**src/include/zigzag_order.svh**
```systemverilog
// zigzag_pos function, natural 8x8 index to zigzag scan position
`ifndef ZIGZAG_ORDER_SVH
`define ZIGZAG_ORDER_SVH

// rows 4..7 are the point mirror of rows 0..3, so only 32 entries are stored
function automatic jpeg_coef_pkg::idx_t zigzag_pos(input jpeg_coef_pkg::idx_t nat);
    logic [4:0] half; // index folded into rows 0..3
    logic [5:0] zz;   // position for the folded index
    half = nat[5] ? ~nat[4:0] : nat[4:0]; // 63-n for lower half
    case (half)
        5'd0:  zz = 6'd0;  // row 0
        5'd1:  zz = 6'd1;
        5'd2:  zz = 6'd5;
        5'd3:  zz = 6'd6;
        5'd4:  zz = 6'd14;
        5'd5:  zz = 6'd15;
        5'd6:  zz = 6'd27;
        5'd7:  zz = 6'd28;
        5'd8:  zz = 6'd2;  // row 1
        5'd9:  zz = 6'd4;
        5'd10: zz = 6'd7;
        5'd11: zz = 6'd13;
        5'd12: zz = 6'd16;
        5'd13: zz = 6'd26;
        5'd14: zz = 6'd29;
        5'd15: zz = 6'd42;
        5'd16: zz = 6'd3;  // row 2
        5'd17: zz = 6'd8;
        5'd18: zz = 6'd12;
        5'd19: zz = 6'd17;
        5'd20: zz = 6'd25;
        5'd21: zz = 6'd30;
        5'd22: zz = 6'd41;
        5'd23: zz = 6'd43;
        5'd24: zz = 6'd9;  // row 3
        5'd25: zz = 6'd11;
        5'd26: zz = 6'd18;
        5'd27: zz = 6'd24;
        5'd28: zz = 6'd31;
        5'd29: zz = 6'd40;
        5'd30: zz = 6'd44;
        5'd31: zz = 6'd53;
    endcase
    zigzag_pos = nat[5] ? ~zz : zz; // 63-z for mirrored half
endfunction

`endif

```
**src/hdl/jpeg_coef_pkg.sv**
```systemverilog
// coefficient, dc, magnitude, reciprocal and index widths with their typedefs
`default_nettype none

package jpeg_coef_pkg;

    localparam int coef_w  = 13; // signed dct coefficient
    localparam int dc_w    = 9;  // signed block average, 8 coef steps per unit
    localparam int qval_w  = 13; // signed quantized result
    localparam int mag_w   = 12; // unsigned magnitude
    localparam int recip_w = 16; // reciprocal, 1.0 = 2**16
    localparam int idx_w   = 6;  // position inside 8x8 block

    localparam int block_len = 64; // coefficients per block

    typedef logic signed [coef_w-1:0]  coef_t;
    typedef logic signed [dc_w-1:0]    dc_t;
    typedef logic signed [qval_w-1:0]  qval_t;
    typedef logic        [mag_w-1:0]   mag_t;
    typedef logic        [recip_w-1:0] recip_t;
    typedef logic        [idx_w-1:0]   idx_t;

    localparam idx_t last_idx = idx_t'(block_len - 1); // index of coefficient 63
    localparam mag_t mag_max  = '1;                    // 4095, clamp for magnitudes

endpackage

`default_nettype wire

```
**src/hdl/zigzag_reorder.sv**
```systemverilog
// zigzag_reorder, two-page buffer written at zigzag positions and read out in scan order
`timescale 1ns/1ps
`default_nettype none

module zigzag_reorder (
    input  logic                 clk,
    input  logic                 rst,
    input  logic                 q_stb,
    input  jpeg_coef_pkg::idx_t  q_idx,        // natural index
    input  jpeg_coef_pkg::qval_t q_val,
    input  logic                 blk_first_in, // head descriptor flag
    output logic                 out_start,
    output logic                 out_valid,
    output jpeg_coef_pkg::qval_t out_val,
    output logic                 out_first
);

    `include "zigzag_order.svh"

    typedef enum logic {
        st_idle,
        st_reading
    } rd_state_t;

    localparam int page_w = jpeg_coef_pkg::idx_w + 1; // page bit over position

    jpeg_coef_pkg::qval_t page_mem [2 * jpeg_coef_pkg::block_len];

    logic                wpage;    // page being filled
    logic                rpage;    // page being streamed
    jpeg_coef_pkg::idx_t wcnt;     // writes into current page
    logic                last_wr;  // 64th value of a block
    logic                first_lat;
    rd_state_t           rd_state;
    jpeg_coef_pkg::idx_t rd_pos;   // next position to stream
    logic [page_w-1:0]   rd_sel;

    assign last_wr = q_stb && (wcnt == jpeg_coef_pkg::last_idx);
    assign rd_sel  = last_wr ? {wpage, 6'd0} : {rpage, rd_pos}; // new page starts at 0

    always_ff @(posedge clk) begin
        if (q_stb) begin
            page_mem[{wpage, zigzag_pos(q_idx)}] <= q_val;
        end
        if (q_stb && (wcnt == '0)) begin
            first_lat <= blk_first_in; // still this block's descriptor
        end
        out_val <= page_mem[rd_sel]; // registered read
    end

    always_ff @(posedge clk) begin
        if (rst) begin
            wpage     <= 1'b0;
            rpage     <= 1'b0;
            wcnt      <= '0;
            rd_state  <= st_idle;
            rd_pos    <= '0;
            out_start <= 1'b0;
            out_valid <= 1'b0;
            out_first <= 1'b0;
        end else begin
            if (q_stb) wcnt <= wcnt + 1'b1; // wraps after 63
            out_start <= last_wr;
            if (last_wr) begin
                wpage     <= ~wpage;  // next block to other page
                rpage     <= wpage;
                rd_pos    <= 6'd1;
                rd_state  <= st_reading;
                out_valid <= 1'b1;
                out_first <= first_lat;
            end else begin
                case (rd_state)
                    st_reading: begin
                        if (rd_pos == '0) begin // 64 values out
                            rd_state  <= st_idle;
                            out_valid <= 1'b0;
                        end else begin
                            rd_pos <= rd_pos + 1'b1;
                        end
                    end
                    default: out_valid <= 1'b0;
                endcase
            end
        end
    end

endmodule

`default_nettype wire

```
**config.mk**
```make
export PLATFORM = sky130hd
export DESIGN_NAME = zigzag_reorder
export DESIGN_NICKNAME = d
export VERILOG_FILES = /design/src/hdl/jpeg_coef_pkg.sv /design/src/hdl/zigzag_reorder.sv
export VERILOG_INCLUDE_DIRS = /design/src /design/src/include
export SDC_FILE = /design/constraint.sdc
export NUM_CORES = 2
export LEC_CHECK = 0
export BUFFER_PORTS_ARGS = -buffer_cell sky130_fd_sc_hd__buf_4
export CAP_MARGIN = 40
export CORE_UTILIZATION = 60
export CTS_CLUSTER_DIAMETER = 200
export DETAILED_ROUTE_END_ITERATION = 7
export PLACE_DENSITY = 0.76
export SKIP_CTS_REPAIR_TIMING = 1
export SYNTH_ARGS = -nofsm -noshare
export SYNTH_HDL_FRONTEND = slang
export SYNTH_SLANG_ARGS = --single-unit
```
**constraint.sdc**
```tcl
create_clock -name clk -period 5.8 [get_ports clk]
set_clock_uncertainty 0.05 [all_clocks]
set_input_delay 1.16 -clock clk [delete_from_list [all_inputs] [get_ports clk]]
set_output_delay 1.16 -clock clk [all_outputs]
set_load 0.02 [all_outputs]
```
Word-level counts from Yosys, hierarchy flattened

Memories as Yosys holds them, arrays and structs flattened. A register that Yosys moved wholly into a read port is not among the register bits.
Cells that the tools add are included.

Flip-flop bits (word level): 19
Memory bits (writable): 1664
ROM bits: 192
Input bits: 23
Output and inout port bits: 16
Memories: 2

$add $sub $neg: 2
Eq/ne operators: 3
Muxes and demuxes: 15
Bitwise operators: 4
Reductions and logical operators: 8

Memory list:

| name            | words | width | rd ports | clocked after Yosys merged registers in | wr ports | line                 | RTL |
|---|---|---|---|---|---|---|---|
| page_mem        | 128   | 13    | 1        | 1                                       | 1        | zigzag_reorder.sv:27 | `jpeg_coef_pkg::qval_t page_mem [2 * jpeg_coef_pkg::block_len];` |
| (no name shown) | 32    | 6     | 1        | 0                                       | 0        | zigzag_order.svh:10  | `case (half)` |

Operators by type and width:

| operator            | count |
|---|---|
| $add 6x1->6 const B | 2 |
| $logic_not 6->1     | 2 |
| $mux 6              | 2 |
| $mux 1              | 11 |
| $mux 7              | 1 |
| $eq 6x6->1 const B  | 1 |
| $not 6->6           | 1 |
| $mux 5              | 1 |
| $not 5->5           | 1 |
| $reduce_and 2->1    | 2 |
| $ne 3x2->1 const B  | 1 |
| $logic_and 1x1->1   | 2 |
| $ne 2x2->1 const B  | 1 |
| $not 1->1           | 2 |
| $reduce_bool 2->1   | 1 |
| $reduce_or 2->1     | 1 |

Depth between registers and ports, before layout

An unclocked memory read counts as a cell.

Depth in word-level cells: 6
Gate-level depth with buffers: 15
Depth with buffers taken out: 10

Least setup slack after synthesis

No wires, ideal clock.

Path kind: input-to-reg
Start point: input q_idx[5]
End point: memory page_mem[67][0] (netlist bit) (enable)
Arrival: 4812 ps
Path slack: 556 ps
Stages: 14
Path through: buf_2 -> buf_4 -> buf_4 -> buf_2 -> xor2_1 -> ha_1 -> buf_2 -> a21oi_1 -> mux4_2 -> a211oi_4 -> xnor2_1 -> nand2_2 -> buf_4 -> nor2_1

Cells in the longest elaborated chain, start to end: 5

RTL lines:

| element         | line                 | RTL |
|---|---|---|
| start, declared | zigzag_reorder.sv:9  | `input jpeg_coef_pkg::idx_t q_idx,` |
| $mux 5          | zigzag_order.svh:9   | `half = nat[5] ? ~nat[4:0] : nat[4:0];` |
| $mem_v2 32x6    | -                    |  |
| $mux 6          | zigzag_reorder.sv:42 | `if (q_stb) begin` |
| $not 6->6       | zigzag_order.svh:44  | `zigzag_pos = nat[5] ? ~zz : zz;` |
| $mux 6 *        | zigzag_order.svh:44  |  |
| end, declared   | zigzag_reorder.sv:27 |  |

Every way passes the cells marked *; elsewhere a longest branch is shown, timed or not. The select of a mux whose other input is x is not followed.

Worst setup path after layout

Start point: input q_idx[5]
End point: memory page_mem[29][6] (netlist bit) (enable)

The elaborated chain is that of the path after synthesis.

==> results.toml <==
[layout]
nets = 4137
n_antenna_cell = 0
drive_above_1_share_pct = 18.9
fillCellCount = 7024
postLayoutCoreUtil_pct = 68.2
area_delta_synth_final_pct = 12.6
post-route-cell-area_um2 = 75400

[drt]
drc = 0
drt_iter0_markers = 6124
num_vias = 38900
firstDrtPassIters = 7
vias_per_cell = 6.79
ant_nets = 0
wirelength_um = 177000
avgRoutedWirePerCell_um = 30.9

[synth]
async_flop_share_pct = 0
syn_inst = 3912
synth_seq_area_share_pct = 75.6
synthTopCellsByCount = "edfxtp_1 (1665), mux2i_1 (290), nor2_1 (266), o21ai_0 (159), nand2_1 (153)"
yosysTopAreaCellShare_pct = 74.6
ys_warn_count = 0
synthFlopType = "edfxtp_1"
yosysUniqueCellTypes = 87
synth-seq-cells = 1696
synth_most_common_cell = "edfxtp_1"
synth_edf_count = 1665
syn_area_um2 = 67000
synth.top_cells.by_area = "edfxtp_1 (75%), mux2i_1 (4.3%), mux4_2 (4.1%)"
synth_top_cell_by_area = "edfxtp_1"
avgSynthCellArea_um2 = 17.1
mappedNetlistNets = 3947

[global_routing]
grt-ovfl-total = 0
grt_max_degree = 129
grt_pass1_wl_um = 253000
grtUsageTotal_pct = 31.5
first_global_vias = 36900
antenna_found_initial = 4

[timing]
hold_viol_final = 0
maxSlewHeadroom_pct = 27.5
finalCriticalPeriod_ns = 4.74
setup_viol = 0
worst_pin_slew_ns = 1.09
rsz0062_at_grt = "no"
clock.fmax_ghz = 0.211
hold_ws_ns = 0.416
period_share_pct = 81.8
setup-tns-final_ns = 0
maxSlewViolCount = 0
timing.final.ws_setup_ns = 1.06

[die]
fp.dieW_um = 336
dieArea_um2 = 113000
initial_utilization_pct = 60.5
core_um2 = 111000
rows = 122
die_h_um = 336
io_pins = 39

[pwr]
pwr-share-comb_pct = 3.0
intPower_mw = 19.7
p_clk_share_pct = 42.0
p_switching_mw = 5.07
power.density_nw_per_um2 = 328
switching_share_pct = 20.5
leakage_nw = 23.4
pwr-share-seq_pct = 55.0
irDropWorstVdd_mv = 0.305

[run]
max-cap-violations = 0

[clocking]
clk_latency_ns = 0.76
cts_tree = "yes"
h-tree-depth = 4
cts_root_buffer = "clkbuf_16"
path_clk_slew_ns = 0.07
cts_made_buffers = 162
clock_sinks = 1696
clock_path_buffers = 3

[critical_path]
end_kind = "flip-flop"
cp_common_cell = "buf_4"
arrival_ns = 5.16
start_kind = "input pin"
cp_cell_sequence = "buf_4 -> xor2_1 -> inv_1 -> ha_1 -> mux2_1 -> a22o_1 -> a2111oi_2 -> a21o_1 -> nand3_1 -> nor2_1 -> buf_4"
cpMaxStageDelayCell = "a21o_1"
max_stage_delay_ns = 0.65
crit_fanout = 41
worstSetupPathType = "in2reg"
cp.required_ns = 6.22

[placement]
place_area_um2 = 70200
place.port_buffers = 38
hpwl_um = 108000
pre_cts_slack_ns = 0.478
place.gp.congestion = 0.999

[outcome]
outcome = "completed"

[worst_hold_path]
min_path_type = "reg2reg"
-- cell families after synthesis --
group	synth area share (%)
multiplexers	9.85
XOR/XNOR	0.250
AND/OR/NAND/NOR	4.17
flip-flops	75.6
AO/OA/AOI/OAI	8.01
buffers and inverters	1.93
adder cells (fa/ha/maj)	0.224
-- state kept, by name, indices dropped and copies added, names as in the netlist --
| name | count |
|---|---|
| rd_pos | 6 |
| out_valid | 1 |
| first_lat | 1 |
| out_val | 13 |
| wpage | 1 |
| wcnt | 6 |
| rpage | 1 |
| page_mem | 1664 |
| out_first | 1 |
| out_start | 1 |
| rd_state | 1 |
-- critical path, delay by kind of cell --
family	cells	cell delay, ns
adder cells (fa/ha/maj)	1	0.24
AND/OR/NAND/NOR	2	0.89
multiplexers	1	0.33
AO/OA/AOI/OAI	3	1.30
buffers and inverters	3	0.83
XOR/XNOR	1	0.39
-- stage by stage --
step / total power, mW / cells
floorplan: 14.1 / 3912
global placement: 14.5 / 5412
detailed placement: 14.6 / 5425
global route: 25.2 / 5725
finish: 24.7 / 5725
CTS: 24.8 / 5724
-- cell type report --
type                            count  area, um2  area share [%]
Clock buffer                      212       4440            5.88
Clock inverter                     87        798            1.06
Inverter                           26       97.6           0.129
Multi-Input combinational cell   1931      15200            20.2
Sequential cell                  1696      50600            67.1
Tap cell                         1488       1860            2.47
Timing Repair Buffer              285       2400            3.18
-- path summary, 6_finish.rpt --
kind / startpoint / to / slack [ns] / cells after the start
hold / removal: out_first$_SDFFE_PP0P_ / out_first$_SDFFE_PP0P_ / 0.42 / 2
hold reg to reg: out_first$_SDFFE_PP0P_ / out_first$_SDFFE_PP0P_ / 0.42 / 2
setup reg to reg: rd_pos[1]$_SDFFE_PP0P_ / out_val[11]$_DFF_P_ / 1.52 / 9
setup / recovery: q_idx[5] / page_mem[29][6]$_DFFE_PP_ / 1.06 / 11
-- routing by layer --
layer	vias up	wire length (um)	GRT usage (%)
li1	16100	-	-
met1	19400	66100	44.4
met2	2878	80700	47.5
met3	445	22600	7.88
met4	2	7680	12.5
met5	-	8	0
-- layout by cell type (no fill, tap or decap), types with 19 or more instances in the layout --
master     instances
inv_1             23
o21ai_0          159
nor2_1           265
nand3_1           56
a221oi_1          37
a31oi_1           19
clkbuf_16        167
a211oi_1          55
dfxtp_1           28
a21oi_1          132
a22oi_1           27
mux2_2            85
mux2i_1          289
a32oi_1           26
o22ai_1          131
nand2_1          152
clkbuf_1          36
edfxtp_1        1665
mux4_2           121
clkinv_2          28
o221ai_1          52
o32ai_1           38
buf_4            262
clkinv_1          33
nor3_1            41
-- power groups by stage --
stage               clock network [mW]  logic (mW)  registers, mW
floorplan                            0       0.253           13.9
global placement                     0       0.693           13.9
detailed placement                   0       0.720           13.9
CTS                               10.4       0.721           13.6
global route                      10.9       0.761           13.6
finish                            10.4       0.739           13.6
No activity file was read; power rests on OpenSTA's default activity.
