**config.mk**
```make
export PLATFORM = sky130hd
export DESIGN_NAME = quant_datapath
export DESIGN_NICKNAME = d
export VERILOG_FILES = /design/src/include/zigzag_order.svh /design/src/hdl/jpeg_coef_pkg.sv /design/src/hdl/quant_ctrl_pkg.sv /design/src/hdl/quant_datapath.sv
export SDC_FILE = /design/constraint.sdc
export NUM_CORES = 1
export LEC_CHECK = 0
export BUFFER_PORTS_ARGS = -buffer_cell sky130_fd_sc_hd__buf_2
export CELL_PAD_IN_SITES_DETAIL_PLACEMENT = 0
export CELL_PAD_IN_SITES_GLOBAL_PLACEMENT = 1
export CORE_AREA = 4 4 206 208
export CTS_CLUSTER_DIAMETER = 30
export CTS_CLUSTER_SIZE = 8
export DETAILED_ROUTE_END_ITERATION = 12
export DIE_AREA = 0 0 210 212
export GPL_ROUTABILITY_DRIVEN = 0
export PLACE_DENSITY = 0.46
export SETUP_SLACK_MARGIN = 0.2
export SLEW_MARGIN = 5
export SYNTH_ARGS = -nofsm -noshare
export SYNTH_HDL_FRONTEND = slang
export SYNTH_SLANG_ARGS = --single-unit
```
**constraint.sdc**
```tcl
create_clock -name clk -period 10.76 [get_ports clk]
set_input_delay 1.614 -clock clk [delete_from_list [all_inputs] [get_ports clk]]
set_output_delay 1.614 -clock clk [all_outputs]
set_load 0.01 [all_outputs]
```
**src/include/zigzag_order.svh**
```systemverilog
// zigzag_pos function, natural 8x8 index to zigzag scan position
`ifndef ZIGZAG_ORDER_SVH
`define ZIGZAG_ORDER_SVH

// rows 4..7 are the point mirror of rows 0..3, so only 32 entries are stored
function automatic jpeg_coef_pkg::idx_t zigzag_pos(input jpeg_coef_pkg::idx_t nat);
    logic [4:0] half; // index folded into rows 0..3
    logic [5:0] zz;   // position for the folded index
    half = nat[5] ? ~nat[4:0] : nat[4:0]; // 63-n for lower half
    case (half)
        5'd0:  zz = 6'd0;  // row 0
        5'd1:  zz = 6'd1;
        5'd2:  zz = 6'd5;
        5'd3:  zz = 6'd6;
        5'd4:  zz = 6'd14;
        5'd5:  zz = 6'd15;
        5'd6:  zz = 6'd27;
        5'd7:  zz = 6'd28;
        5'd8:  zz = 6'd2;  // row 1
        5'd9:  zz = 6'd4;
        5'd10: zz = 6'd7;
        5'd11: zz = 6'd13;
        5'd12: zz = 6'd16;
        5'd13: zz = 6'd26;
        5'd14: zz = 6'd29;
        5'd15: zz = 6'd42;
        5'd16: zz = 6'd3;  // row 2
        5'd17: zz = 6'd8;
        5'd18: zz = 6'd12;
        5'd19: zz = 6'd17;
        5'd20: zz = 6'd25;
        5'd21: zz = 6'd30;
        5'd22: zz = 6'd41;
        5'd23: zz = 6'd43;
        5'd24: zz = 6'd9;  // row 3
        5'd25: zz = 6'd11;
        5'd26: zz = 6'd18;
        5'd27: zz = 6'd24;
        5'd28: zz = 6'd31;
        5'd29: zz = 6'd40;
        5'd30: zz = 6'd44;
        5'd31: zz = 6'd53;
    endcase
    zigzag_pos = nat[5] ? ~zz : zz; // 63-z for mirrored half
endfunction

`endif

```
**src/hdl/jpeg_coef_pkg.sv**
```systemverilog
// coefficient, dc, magnitude, reciprocal and index widths with their typedefs
`default_nettype none

package jpeg_coef_pkg;

    localparam int coef_w  = 13; // signed dct coefficient
    localparam int dc_w    = 9;  // signed block average, 8 coef steps per unit
    localparam int qval_w  = 13; // signed quantized result
    localparam int mag_w   = 12; // unsigned magnitude
    localparam int recip_w = 16; // reciprocal, 1.0 = 2**16
    localparam int idx_w   = 6;  // position inside 8x8 block

    localparam int block_len = 64; // coefficients per block

    typedef logic signed [coef_w-1:0]  coef_t;
    typedef logic signed [dc_w-1:0]    dc_t;
    typedef logic signed [qval_w-1:0]  qval_t;
    typedef logic        [mag_w-1:0]   mag_t;
    typedef logic        [recip_w-1:0] recip_t;
    typedef logic        [idx_w-1:0]   idx_t;

    localparam idx_t last_idx = idx_t'(block_len - 1); // index of coefficient 63
    localparam mag_t mag_max  = '1;                    // 4095, clamp for magnitudes

endpackage

`default_nettype wire

```
**src/hdl/quant_ctrl_pkg.sv**
```systemverilog
// table select, component type, table address, descriptor queue and latency constants
`default_nettype none

package quant_ctrl_pkg;

    localparam int tsel_w     = 3;  // eight quality tables
    localparam int table_aw   = 10; // {tsel, ctype, natural index}
    localparam int table_words = 1 << table_aw;

    typedef logic [tsel_w-1:0]   tsel_t;
    typedef logic                ctype_t; // 0 luma, 1 chroma
    typedef logic [table_aw-1:0] taddr_t;

    localparam int desc_depth = 8;                   // descriptors waiting at most
    localparam int desc_ptr_w = $clog2(desc_depth);  // circular pointer width
    localparam int desc_cnt_w = desc_ptr_w + 1;      // count holds 0..desc_depth

    localparam logic [desc_cnt_w-1:0] desc_full = desc_cnt_w'(desc_depth);

    localparam int dp_latency = 4; // coef_in to q_stb, table read included

endpackage

`default_nettype wire

```
**src/hdl/quant_datapath.sv**
```systemverilog
// quant_datapath, input counter, table address, dc restore, reciprocal multiply, rounding
`timescale 1ns/1ps
`default_nettype none

module quant_datapath (
    input  logic                   clk,
    input  logic                   rst,
    input  logic                   block_start, // with coefficient 0
    input  jpeg_coef_pkg::coef_t   coef_in,     // transposed order
    input  jpeg_coef_pkg::dc_t     blk_dc,      // valid from cycle after start
    input  quant_ctrl_pkg::ctype_t blk_ctype,
    input  quant_ctrl_pkg::tsel_t  blk_tsel,
    output quant_ctrl_pkg::taddr_t rd_addr,
    input  jpeg_coef_pkg::recip_t  rd_data,
    output logic                   q_stb,
    output jpeg_coef_pkg::idx_t    q_idx,       // natural order index
    output jpeg_coef_pkg::qval_t   q_val
);

    localparam int lat = quant_ctrl_pkg::dp_latency;
    localparam int sum_w = jpeg_coef_pkg::coef_w + 1; // coef plus 8*dc
    localparam int abs_w = sum_w - 1;                 // |sum| reaches 6144
    localparam int prod_w = abs_w + jpeg_coef_pkg::recip_w;

    logic                in_busy;   // coefficients 1..63 still due
    jpeg_coef_pkg::idx_t in_cnt;    // next input index
    jpeg_coef_pkg::idx_t cur_idx;   // input index this cycle
    logic                in_stb;

    logic                stb_pipe [lat];
    jpeg_coef_pkg::idx_t idx_pipe [lat]; // natural index alongside data

    jpeg_coef_pkg::coef_t s1_coef;
    logic signed [sum_w-1:0] dc_x8;
    logic signed [sum_w-1:0] s1_sum;
    logic        [sum_w-1:0] s1_abs;
    logic                    s2_sign;
    logic        [abs_w-1:0] s2_mag;
    logic                    s3_sign;
    logic [prod_w-1:0]       s3_prod;
    logic [prod_w:0]         rnd_sum;
    logic [prod_w-16:0]      rnd_q;
    jpeg_coef_pkg::mag_t     q_mag;

    assign in_stb  = block_start | in_busy;
    assign cur_idx = block_start ? '0 : in_cnt;

    always_ff @(posedge clk) begin
        if (rst) begin
            in_busy <= 1'b0;
            in_cnt  <= '0;
        end else if (block_start) begin
            in_busy <= 1'b1;
            in_cnt  <= 6'd1;
        end else if (in_busy) begin
            in_cnt <= in_cnt + 1'b1;
            if (in_cnt == jpeg_coef_pkg::last_idx) in_busy <= 1'b0; // 64th done
        end
    end

    // strobe shift line, q_stb is its last tap
    always_ff @(posedge clk) begin
        if (rst) begin
            for (int i = 0; i < lat; i++) stb_pipe[i] <= 1'b0;
        end else begin
            stb_pipe[0] <= in_stb;
            for (int i = 1; i < lat; i++) stb_pipe[i] <= stb_pipe[i-1];
        end
    end

    always_ff @(posedge clk) begin
        idx_pipe[0] <= {cur_idx[2:0], cur_idx[5:3]}; // transposed to natural
        for (int i = 1; i < lat; i++) idx_pipe[i] <= idx_pipe[i-1];
    end

    // stage 1 holds the coefficient while the table is read
    assign rd_addr = {blk_tsel, blk_ctype, idx_pipe[0]};

    // dc only joins coefficient 0
    assign dc_x8  = stb_pipe[0] && (idx_pipe[0] == '0) ? {{2{blk_dc[8]}}, blk_dc, 3'b000} : '0;
    assign s1_sum = {s1_coef[jpeg_coef_pkg::coef_w-1], s1_coef} + dc_x8;
    assign s1_abs = s1_sum[sum_w-1] ? -s1_sum : s1_sum;

    // round half up, then clamp to 4095
    assign rnd_sum = {1'b0, s3_prod} + (prod_w+1)'(32'h8000);
    assign rnd_q   = rnd_sum[prod_w:16];
    assign q_mag   = (rnd_q > {2'b00, jpeg_coef_pkg::mag_max}) ? jpeg_coef_pkg::mag_max
                                                               : rnd_q[11:0];

    always_ff @(posedge clk) begin
        s1_coef <= coef_in;                  // stage 1
        s2_sign <= s1_sum[sum_w-1];          // stage 2, sign and magnitude
        s2_mag  <= s1_abs[abs_w-1:0];        // full magnitude, no clamp yet
        s3_sign <= s2_sign;                  // stage 3, reciprocal product
        s3_prod <= s2_mag * rd_data;
        if (q_mag == '0) begin               // stage 4, no negative zero
            q_val <= '0;
        end else begin
            q_val <= s3_sign ? -$signed({1'b0, q_mag}) : $signed({1'b0, q_mag});
        end
    end

    assign q_stb = stb_pipe[lat-1];
    assign q_idx = idx_pipe[lat-1];

    // blocks need 64 clean cycles of input
    a_no_overlap: assert property (@(posedge clk) disable iff (rst)
        block_start |-> !in_busy)
        else $error("block_start during block entry");

endmodule

`default_nettype wire

```
* After elaboration in Yosys (flattened, before gate mapping) *
Memory sizes are Yosys's and may differ from the RTL's.
Index checks and enable logic that the tools add are counted.

word-level totals
  input bits = 45
  output and inout bits = 30
  word-level logic and storage cells = 49
  memory bits (writable) = 28
  register bits after elaboration = 77
  memories = 2

cells by class
  reduce and logical (&&, ||, !) cells = 6
  muxes and demuxes = 17
  bitwise gates (word level) = 6
  order comparisons = 1
  add/sub/neg operators = 5
  equal/unequal tests = 1
  $mul = 1

memories
  name      words  bits a word  read ports  clocked after memory_dff  write ports  RTL line              RTL
  idx_pipe  4      6            4           0                         4            quant_datapath.sv:31  jpeg_coef_pkg::idx_t idx_pipe [lat];
  stb_pipe  4      1            4           0                         4            quant_datapath.sv:30  logic stb_pipe [lat];

operators with widths
  cell                                                             number
  adder 29 x 16 -> 30 bit, second input constant                   1
  multiplier 13 x 16 -> 29 bit                                     1
  2-to-1 mux 12 bit                                                2
  adder 14 bit                                                     1
  greater-than comparator 14 x 12 -> 1 bit, second input constant  1
  2-to-1 mux 14 bit                                                1
  2-to-1 mux 13 bit                                                1
  negation 12 -> 13 bit                                            1
  negation 13 bit                                                  1
  logical NOT 12 bit                                               1
  2-to-1 mux 1 bit                                                 12
  adder 6 x 1 -> 6 bit, second input constant                      1
  equality test 6 bit, second input constant                       1
  logical NOT 6 bit                                                1
  2-to-1 mux 6 bit                                                 1
  bitwise OR 1 bit                                                 5
  OR reduction 2 bit                                               2
  nonzero test 2 bit                                               1
  logical AND 1 bit                                                1
  inverter 1 bit                                                   1

* Logic depth before layout (Yosys ltp) *
Gate-level depths: netlist (run 1).
An unclocked memory read counts as a cell.

  depth after elaboration = 7
  depth in mapped cells = 20
  depth with buffers taken out = 18

* Worst setup path after synthesis (run 1) *
No wires, ideal clock.

  path kind = input-to-reg
  from = input rd_data[8]
  to = register s3_prod[27]
  library setup time = 95 ps
  required time = 10665 ps
  arrival = 6376 ps
  setup slack = 4289 ps
  cell stages on the path = 17
  buffers on the path = 1
  cell sequence = clkbuf_1 -> nand2_1 -> fa_1 -> inv_1 -> fa_1 -> fa_1 -> fa_1 -> inv_1 -> fa_1 -> inv_1 -> ha_1 -> a21o_1 -> a311oi_1 -> o21ai_1 -> o31ai_1 -> or4b_1 -> o311ai_1

on the way
  cells in the longest elaborated chain, start to end = 1

ends and longest elaborated chain
  what                          RTL line              RTL
  from (decl)                   quant_datapath.sv:14  input jpeg_coef_pkg::recip_t rd_data,
  multiplier 13 x 16 -> 29 bit  quant_datapath.sv:95  s3_prod <= s2_mag * rd_data;
  to (signal assigned)          quant_datapath.sv:95
  to (decl)                     quant_datapath.sv:40  logic [prod_w-1:0] s3_prod;

Every way passes these cells.
A chain may end at the register's enable or synchronous reset.

* Worst setup path in the final report (run 1) *
Ends and elaborated chain as after synthesis.

==> results of run 1 <==
==> layer usage <==
metal / vias up / track usage (%) / part of all wire [%]
li1: 3526 / - / -
met1: 3632 / 15.1 / 43
met2: 77 / 23.3 / 53
met3: 22 / 1.79 / 2.4
met4: 0 / 3.40 / 1.9
met5: - / 0 / 0
==> logic make-up (layout without fill, tap and decap cells) <==
logic type	count (synthesis)	count (layout)	share of synthesized area (%)
and+or+nand+nor	362	362	18.2
AOI/OAI and AO/OA	116	116	8.13
muxes	6	6	0.610
DFF	90	90	17.9
buffers and inverters	259	300	9.82
adders and majority gates	238	238	41.1
xor gates and xnor gates	48	48	4.18
==> flip-flops by register name, indices dropped and copies added, names as in the netlist <==
signal and cells:
idx_pipe 24, in_busy 1, in_cnt 6, q_val 13
s1_coef 13, s2_mag 13, s2_sign 1, s3_prod 14
s3_sign 1, stb_pipe 4
==> cells in the mapped netlist (all sizes together), types with 2 or more instances <==
cell type    n
or3          2
a211oi       6
and4         5
a2111oi      2
o31ai        4
nor3        15
a21o        11
clkbuf      37
xnor2       26
mux2i        5
ha          84
nand3       10
and3         7
a41oi        3
o22ai        3
nand2b       5
o211ai       6
nand2      136
nor3b        3
a31oi        4
dfxtp       90
nor2        45
or4b         3
and2       107
buf          5
o21a        11
a311oi       3
o21ai       22
a211o        7
a21oi       25
nand4        4
nor2b       14
xor2        22
inv        217
o2111ai      2
fa         154
==> worst min-delay path by stage <==
stage                                       from                endpoint  slack, ps  cells past startpoint
final                     idx_pipe[1][1]$_DFF_P_  idx_pipe[2][1]$_DFF_P_        330                      0
after global routing      idx_pipe[2][0]$_DFF_P_  idx_pipe[3][0]$_DFF_P_        330                      0
after CTS                 idx_pipe[2][0]$_DFF_P_  idx_pipe[3][0]$_DFF_P_        330                      0
after detailed placement         s2_sign$_DFF_P_         s3_sign$_DFF_P_        310                      0
after global placement    idx_pipe[2][0]$_DFF_P_  idx_pipe[3][0]$_DFF_P_        310                      0
after floorplan           idx_pipe[1][0]$_DFF_P_  idx_pipe[2][0]$_DFF_P_        310                      0
==> critical path: stages <==
cell      delay [ps]
buf_2            260
nand2_1          130
fa_1             560
inv_1             50
fa_1             470
fa_1             540
fa_1             550
inv_1             50
fa_1             530
inv_1             40
ha_1             370
a21o_1           220
a311oi_1         330
o21ai_1          170
o31ai_1          380
or4b_1           470
o311ai_1         100
==> stage by stage <==
| stage | area, µm² | util [%] | setup slack, ps | std cells |
|---|---|---|---|---|
| 2_1_floorplan | 10100 | - | 4290 | 1119 |
| 3_5_place_dp | 10900 | 26.8 | 3830 | 1676 |
| 5_1_grt | 11200 | 27.5 | 3850 | 1692 |
| 4_1_cts | 11200 | 27.5 | 4200 | 1692 |
| 6_report | 11200 | 27.5 | 4200 | 1692 |
| 3_3_place_gp | 10900 | 26.8 | 3870 | 1676 |
==> cell type report <==
type,count,area share (%)
Clock buffer,10,2.14
Multi-Input combinational cell,770,65.0
Inverter,217,7.29
Sequential cell,90,16.1
Tap cell,532,5.96
Timing Repair Buffer,67,3.02
Clock inverter,6,0.426
==> run metrics, run 1 <==
Hold Path Class flip-flop to flip-flop; die height 212 µm; share of layout cells above drive strength 1 8.10%; Critical Path Sink s3_prod[27]$_DFF_P_; RSZ-0062 raised after global routing no; top_reg_cell synth dfxtp_1; CP Class input pin to flip-flop; final hold slack 328 ps; relative slew slack 39.8%; drt pass-1 iters 4; final global-route overflow total 0; Final Max Tran Viols 0; CTS Buffer Depth 2; initial antenna violation count 0; DRC viols 0; critical path peak fanout 13; # Max-Cap Violations 0; Required @ worst endpoint 11030 ps; minimum clock period 6560 ps; reg2reg setup slack 4850 ps; Post-CTS Resized 0; routed len/inst 15.3 µm; Final Hold Viols 0; setup TNS 0 ps; vias in the first global route 8181; Ports 75; Avg Inst Size Synth 8.98 µm²; Mapped Cells 1119; TritonCTS Buffers 9; starting density of the core 24.8%; die area 44500 µm²; Fill cells 4444; first-pass GRT wire length 43800 µm; asr flop ratio synth 0%; CTS H-tree depth 3; status completed; Clock Latency Late Sink 360 ps; commonest non-fill, non-tap cell in the layout inv_1; area fraction of the dominant cell type after synthesis 30.7%; sequential area share after synthesis 17.9%; GR Util All Layers 12.5%; area occupied by multi-input gates 7260 µm²; Vias 7257; ratio of final minimum period to clock period 61.0%; Critical Path Source rd_data[8]; top area cells in the synthesized netlist fa_1, dfxtp_1, ha_1; Final Setup Violations 0; pin count of the biggest net entering global routing 17; Critical Path Start Type input pin; Synth warnings 0; Unique masters post-synth 60; CTS tree built; root buf cell clkbuf_16; Antenna Nets Post-Route 0; Syn-to-layout area delta 11.1%; Worst R2R Start s2_mag[9]$_DFF_P_; Die Width 210 µm; HPWL after detailed placement 20900 µm; most frequent cells in the layout inv_1, fa_1, nand2_1; Post-CTS Setup Inserts 0; Post-synth EDFFs 0; 1st-iter DRT viols 269; clock sinks 90; fmax 152 MHz; Crit Reg-Reg Endpoint s3_prod[27]$_DFF_P_; core area 40600 µm²; Nets 1438; #FFs+latches synth 90; Worst-path clk slew 70 ps; hold buffers post-CTS 0; R2R depth 16; WL final 25900 µm; Crit path arrival time 6830 ps; syn nets 1402; clk_skew 12.6 ps; Reg area 1800 µm²; FP Rows 74; CP Capture Type flip-flop; Antenna diodes 0; synthesized cell area 10100 µm²; IO Port Bufs 66; cell accounting for the most synthesized area fa_1; average vias per placed instance 4.29; slew of the pin with the lowest slew margin 877 ps
Power of run 1 is not shown: default switching activity piles up to over one toggle a cycle in this logic, so the estimate is an artifact.
==> run 2: changes to the inputs <==
--- a/config.mk
+++ b/config.mk
@@ -14,7 +14,7 @@
 export DETAILED_ROUTE_END_ITERATION = 12
 export DIE_AREA = 0 0 210 212
 export GPL_ROUTABILITY_DRIVEN = 0
-export PLACE_DENSITY = 0.46
+export PLACE_DENSITY = 0.48
 export SETUP_SLACK_MARGIN = 0.2
 export SLEW_MARGIN = 5
 export SYNTH_ARGS = -nofsm -noshare
==> constraint.sdc (replaced) <==
create_clock -name clk -period 5.9 [get_ports clk]
set_input_delay 0.885 -clock clk [delete_from_list [all_inputs] [get_ports clk]]
set_output_delay 0.885 -clock clk [all_outputs]
set_load 0.01 [all_outputs]
==> run 2 against run 1 <==
Effect of this change: first-iteration DRC count down 28%; clock-buffer cell count unchanged; global-route usage down 0.57 points; die area is the same; routed wire length shrank 4.6%; final cell count rose by 4.4%; via count is 2.1% higher.
==> run metrics, run 2 (synthesis gave the netlist of run 1 again) <==
# Max-Cap Violations 0; first-pass GRT wire length 42600 µm; post-layout util 29.5%; Antenna Nets Post-Route 0; Crit path arrival time 5810 ps; Final Setup Violations 0; minimum clock period 5540 ps; Final Hold Viols 0; Syn-to-layout area delta 19.0%; starting density of the core 24.8%; routed len/inst 14.0 µm; RSZ-0062 raised after global routing no; TritonCTS Buffers 9; root buf cell clkbuf_16; final global-route overflow total 0; Die Width 210 µm; critical path peak fanout 10; Vias 7406; Final Max Tran Viols 0; CP Class input pin to flip-flop; most frequent cells in the layout inv_1, fa_1, nand2_1; instance area at placement 11400 µm²; DRC viols 0; Most flops, register idx_pipe; share of layout cells above drive strength 1 16.4%; Hold Path Class flip-flop to flip-flop; Min-Delay Path Depth 0; 1st-iter DRT viols 195; ratio of final minimum period to clock period 93.9%; hold buffers post-CTS 0; initial antenna violation count 1; clk_skew 10.0 ps; CTS Buffer Depth 2; vias in the first global route 8231; commonest non-fill, non-tap cell in the layout inv_1; pin count of the biggest net entering global routing 17; FP Rows 74; status completed; area occupied by multi-input gates 7410 µm²; GR Util All Layers 11.9%; Antenna diodes 0; CTS tree built; clock sinks 90; CTS H-tree depth 3; Reg area 1810 µm²; Clock Latency Late Sink 370 ps; R2R depth 18; Ports 75; Critical Path Start Type input pin; IO Port Bufs 66; Worst-path clk slew 70 ps; die height 212 µm; die area 44500 µm²; Largest regs idx_pipe: 24 flops, s3_prod: 14 flops; post-route cell area 12000 µm²; max FFs per register 24; Final Non-Filler Cells 1767; Required @ worst endpoint 6170 ps; Placed Cells 1745; relative slew slack 42.1%; core area 40600 µm²; CP Capture Type flip-flop; slew of the pin with the lowest slew margin 844 ps; Nets 1513; average vias per placed instance 4.19; fmax 180 MHz; HPWL after detailed placement 20900 µm; drt pass-1 iters 4; Fill cells 4438; WL final 24700 µm
-- run 2: cell types whose count changed in the layout (fill, tap and decap cells not counted), moves of 4 or more --
cell | previous run | this run
ha_4 | 0 | 6
and2_1 | 107 | 99
buf_4 | 1 | 76
dfxtp_1 | 90 | 86
inv_2 | 0 | 7
buf_2 | 66 | 57
ha_1 | 84 | 78
dfxtp_2 | 0 | 4
buf_6 | 0 | 6
and2_4 | 0 | 8
inv_1 | 217 | 210
-- run 2: layout make-up --
type                       instances  area share, %
timing repair buffer             142           8.01
clock inverter                     6          0.596
tap                              532           5.56
sequential                        90           15.1
multi-input combinational        770           61.9
inverter                         217           6.81
clock buffer                      10           2.00
-- run 2: worst paths after layout --
path	start	to	slack, ps
hold reg to reg	s2_sign$_DFF_P_	s3_sign$_DFF_P_	330
setup / recovery	rd_data[6]	s3_prod[27]$_DFF_P_	360
setup reg to reg	s2_mag[6]$_DFF_P_	s3_prod[27]$_DFF_P_	460
hold / removal	s2_sign$_DFF_P_	s3_sign$_DFF_P_	330
-- run 2: metal layers --
metal  vias to the layer above  track usage (%)  wire, µm
met4                         2             2.52       237
met1                      3677             14.8     11300
li1                       3675                -         -
met3                        13             1.73       401
met5                         -                0        12
met2                        39             22.1     12800
-- run 2: what timing repair did --
item | in CTS | in global routing
resized for setup | 0 | 61
hold endpoints to repair | 0 | 0
setup buffers | 0 | 6
setup endpoints to repair | 0 | 7
-- run 2: metrics by stage --
step | worst slack (ps) | hold WS [ps] | TNS (ps)
6_report | 360 | 326 | 0
5_1_grt | 175 | 331 | 0
4_1_cts | 245 | 328 | 0
3_5_place_dp | -135 | 312 | -465
3_3_place_gp | -88.6 | 311 | -201
2_1_floorplan | 203 | 310 | 0
-- run 2: critical path, cell delays in order --
cell and delay (ps):
buf_6 120, and2_4 160, fa_1 520, inv_1 50
fa_1 530, inv_1 60, fa_1 470, fa_1 510
fa_1 560, ha_4 210, a211o_1 300, a21oi_2 110
o211a_1 240, a2111oi_4 90, buf_4 160, o31ai_4 270
or4b_1 460, o311ai_1 90
Power of run 2 is left out for the same reason.
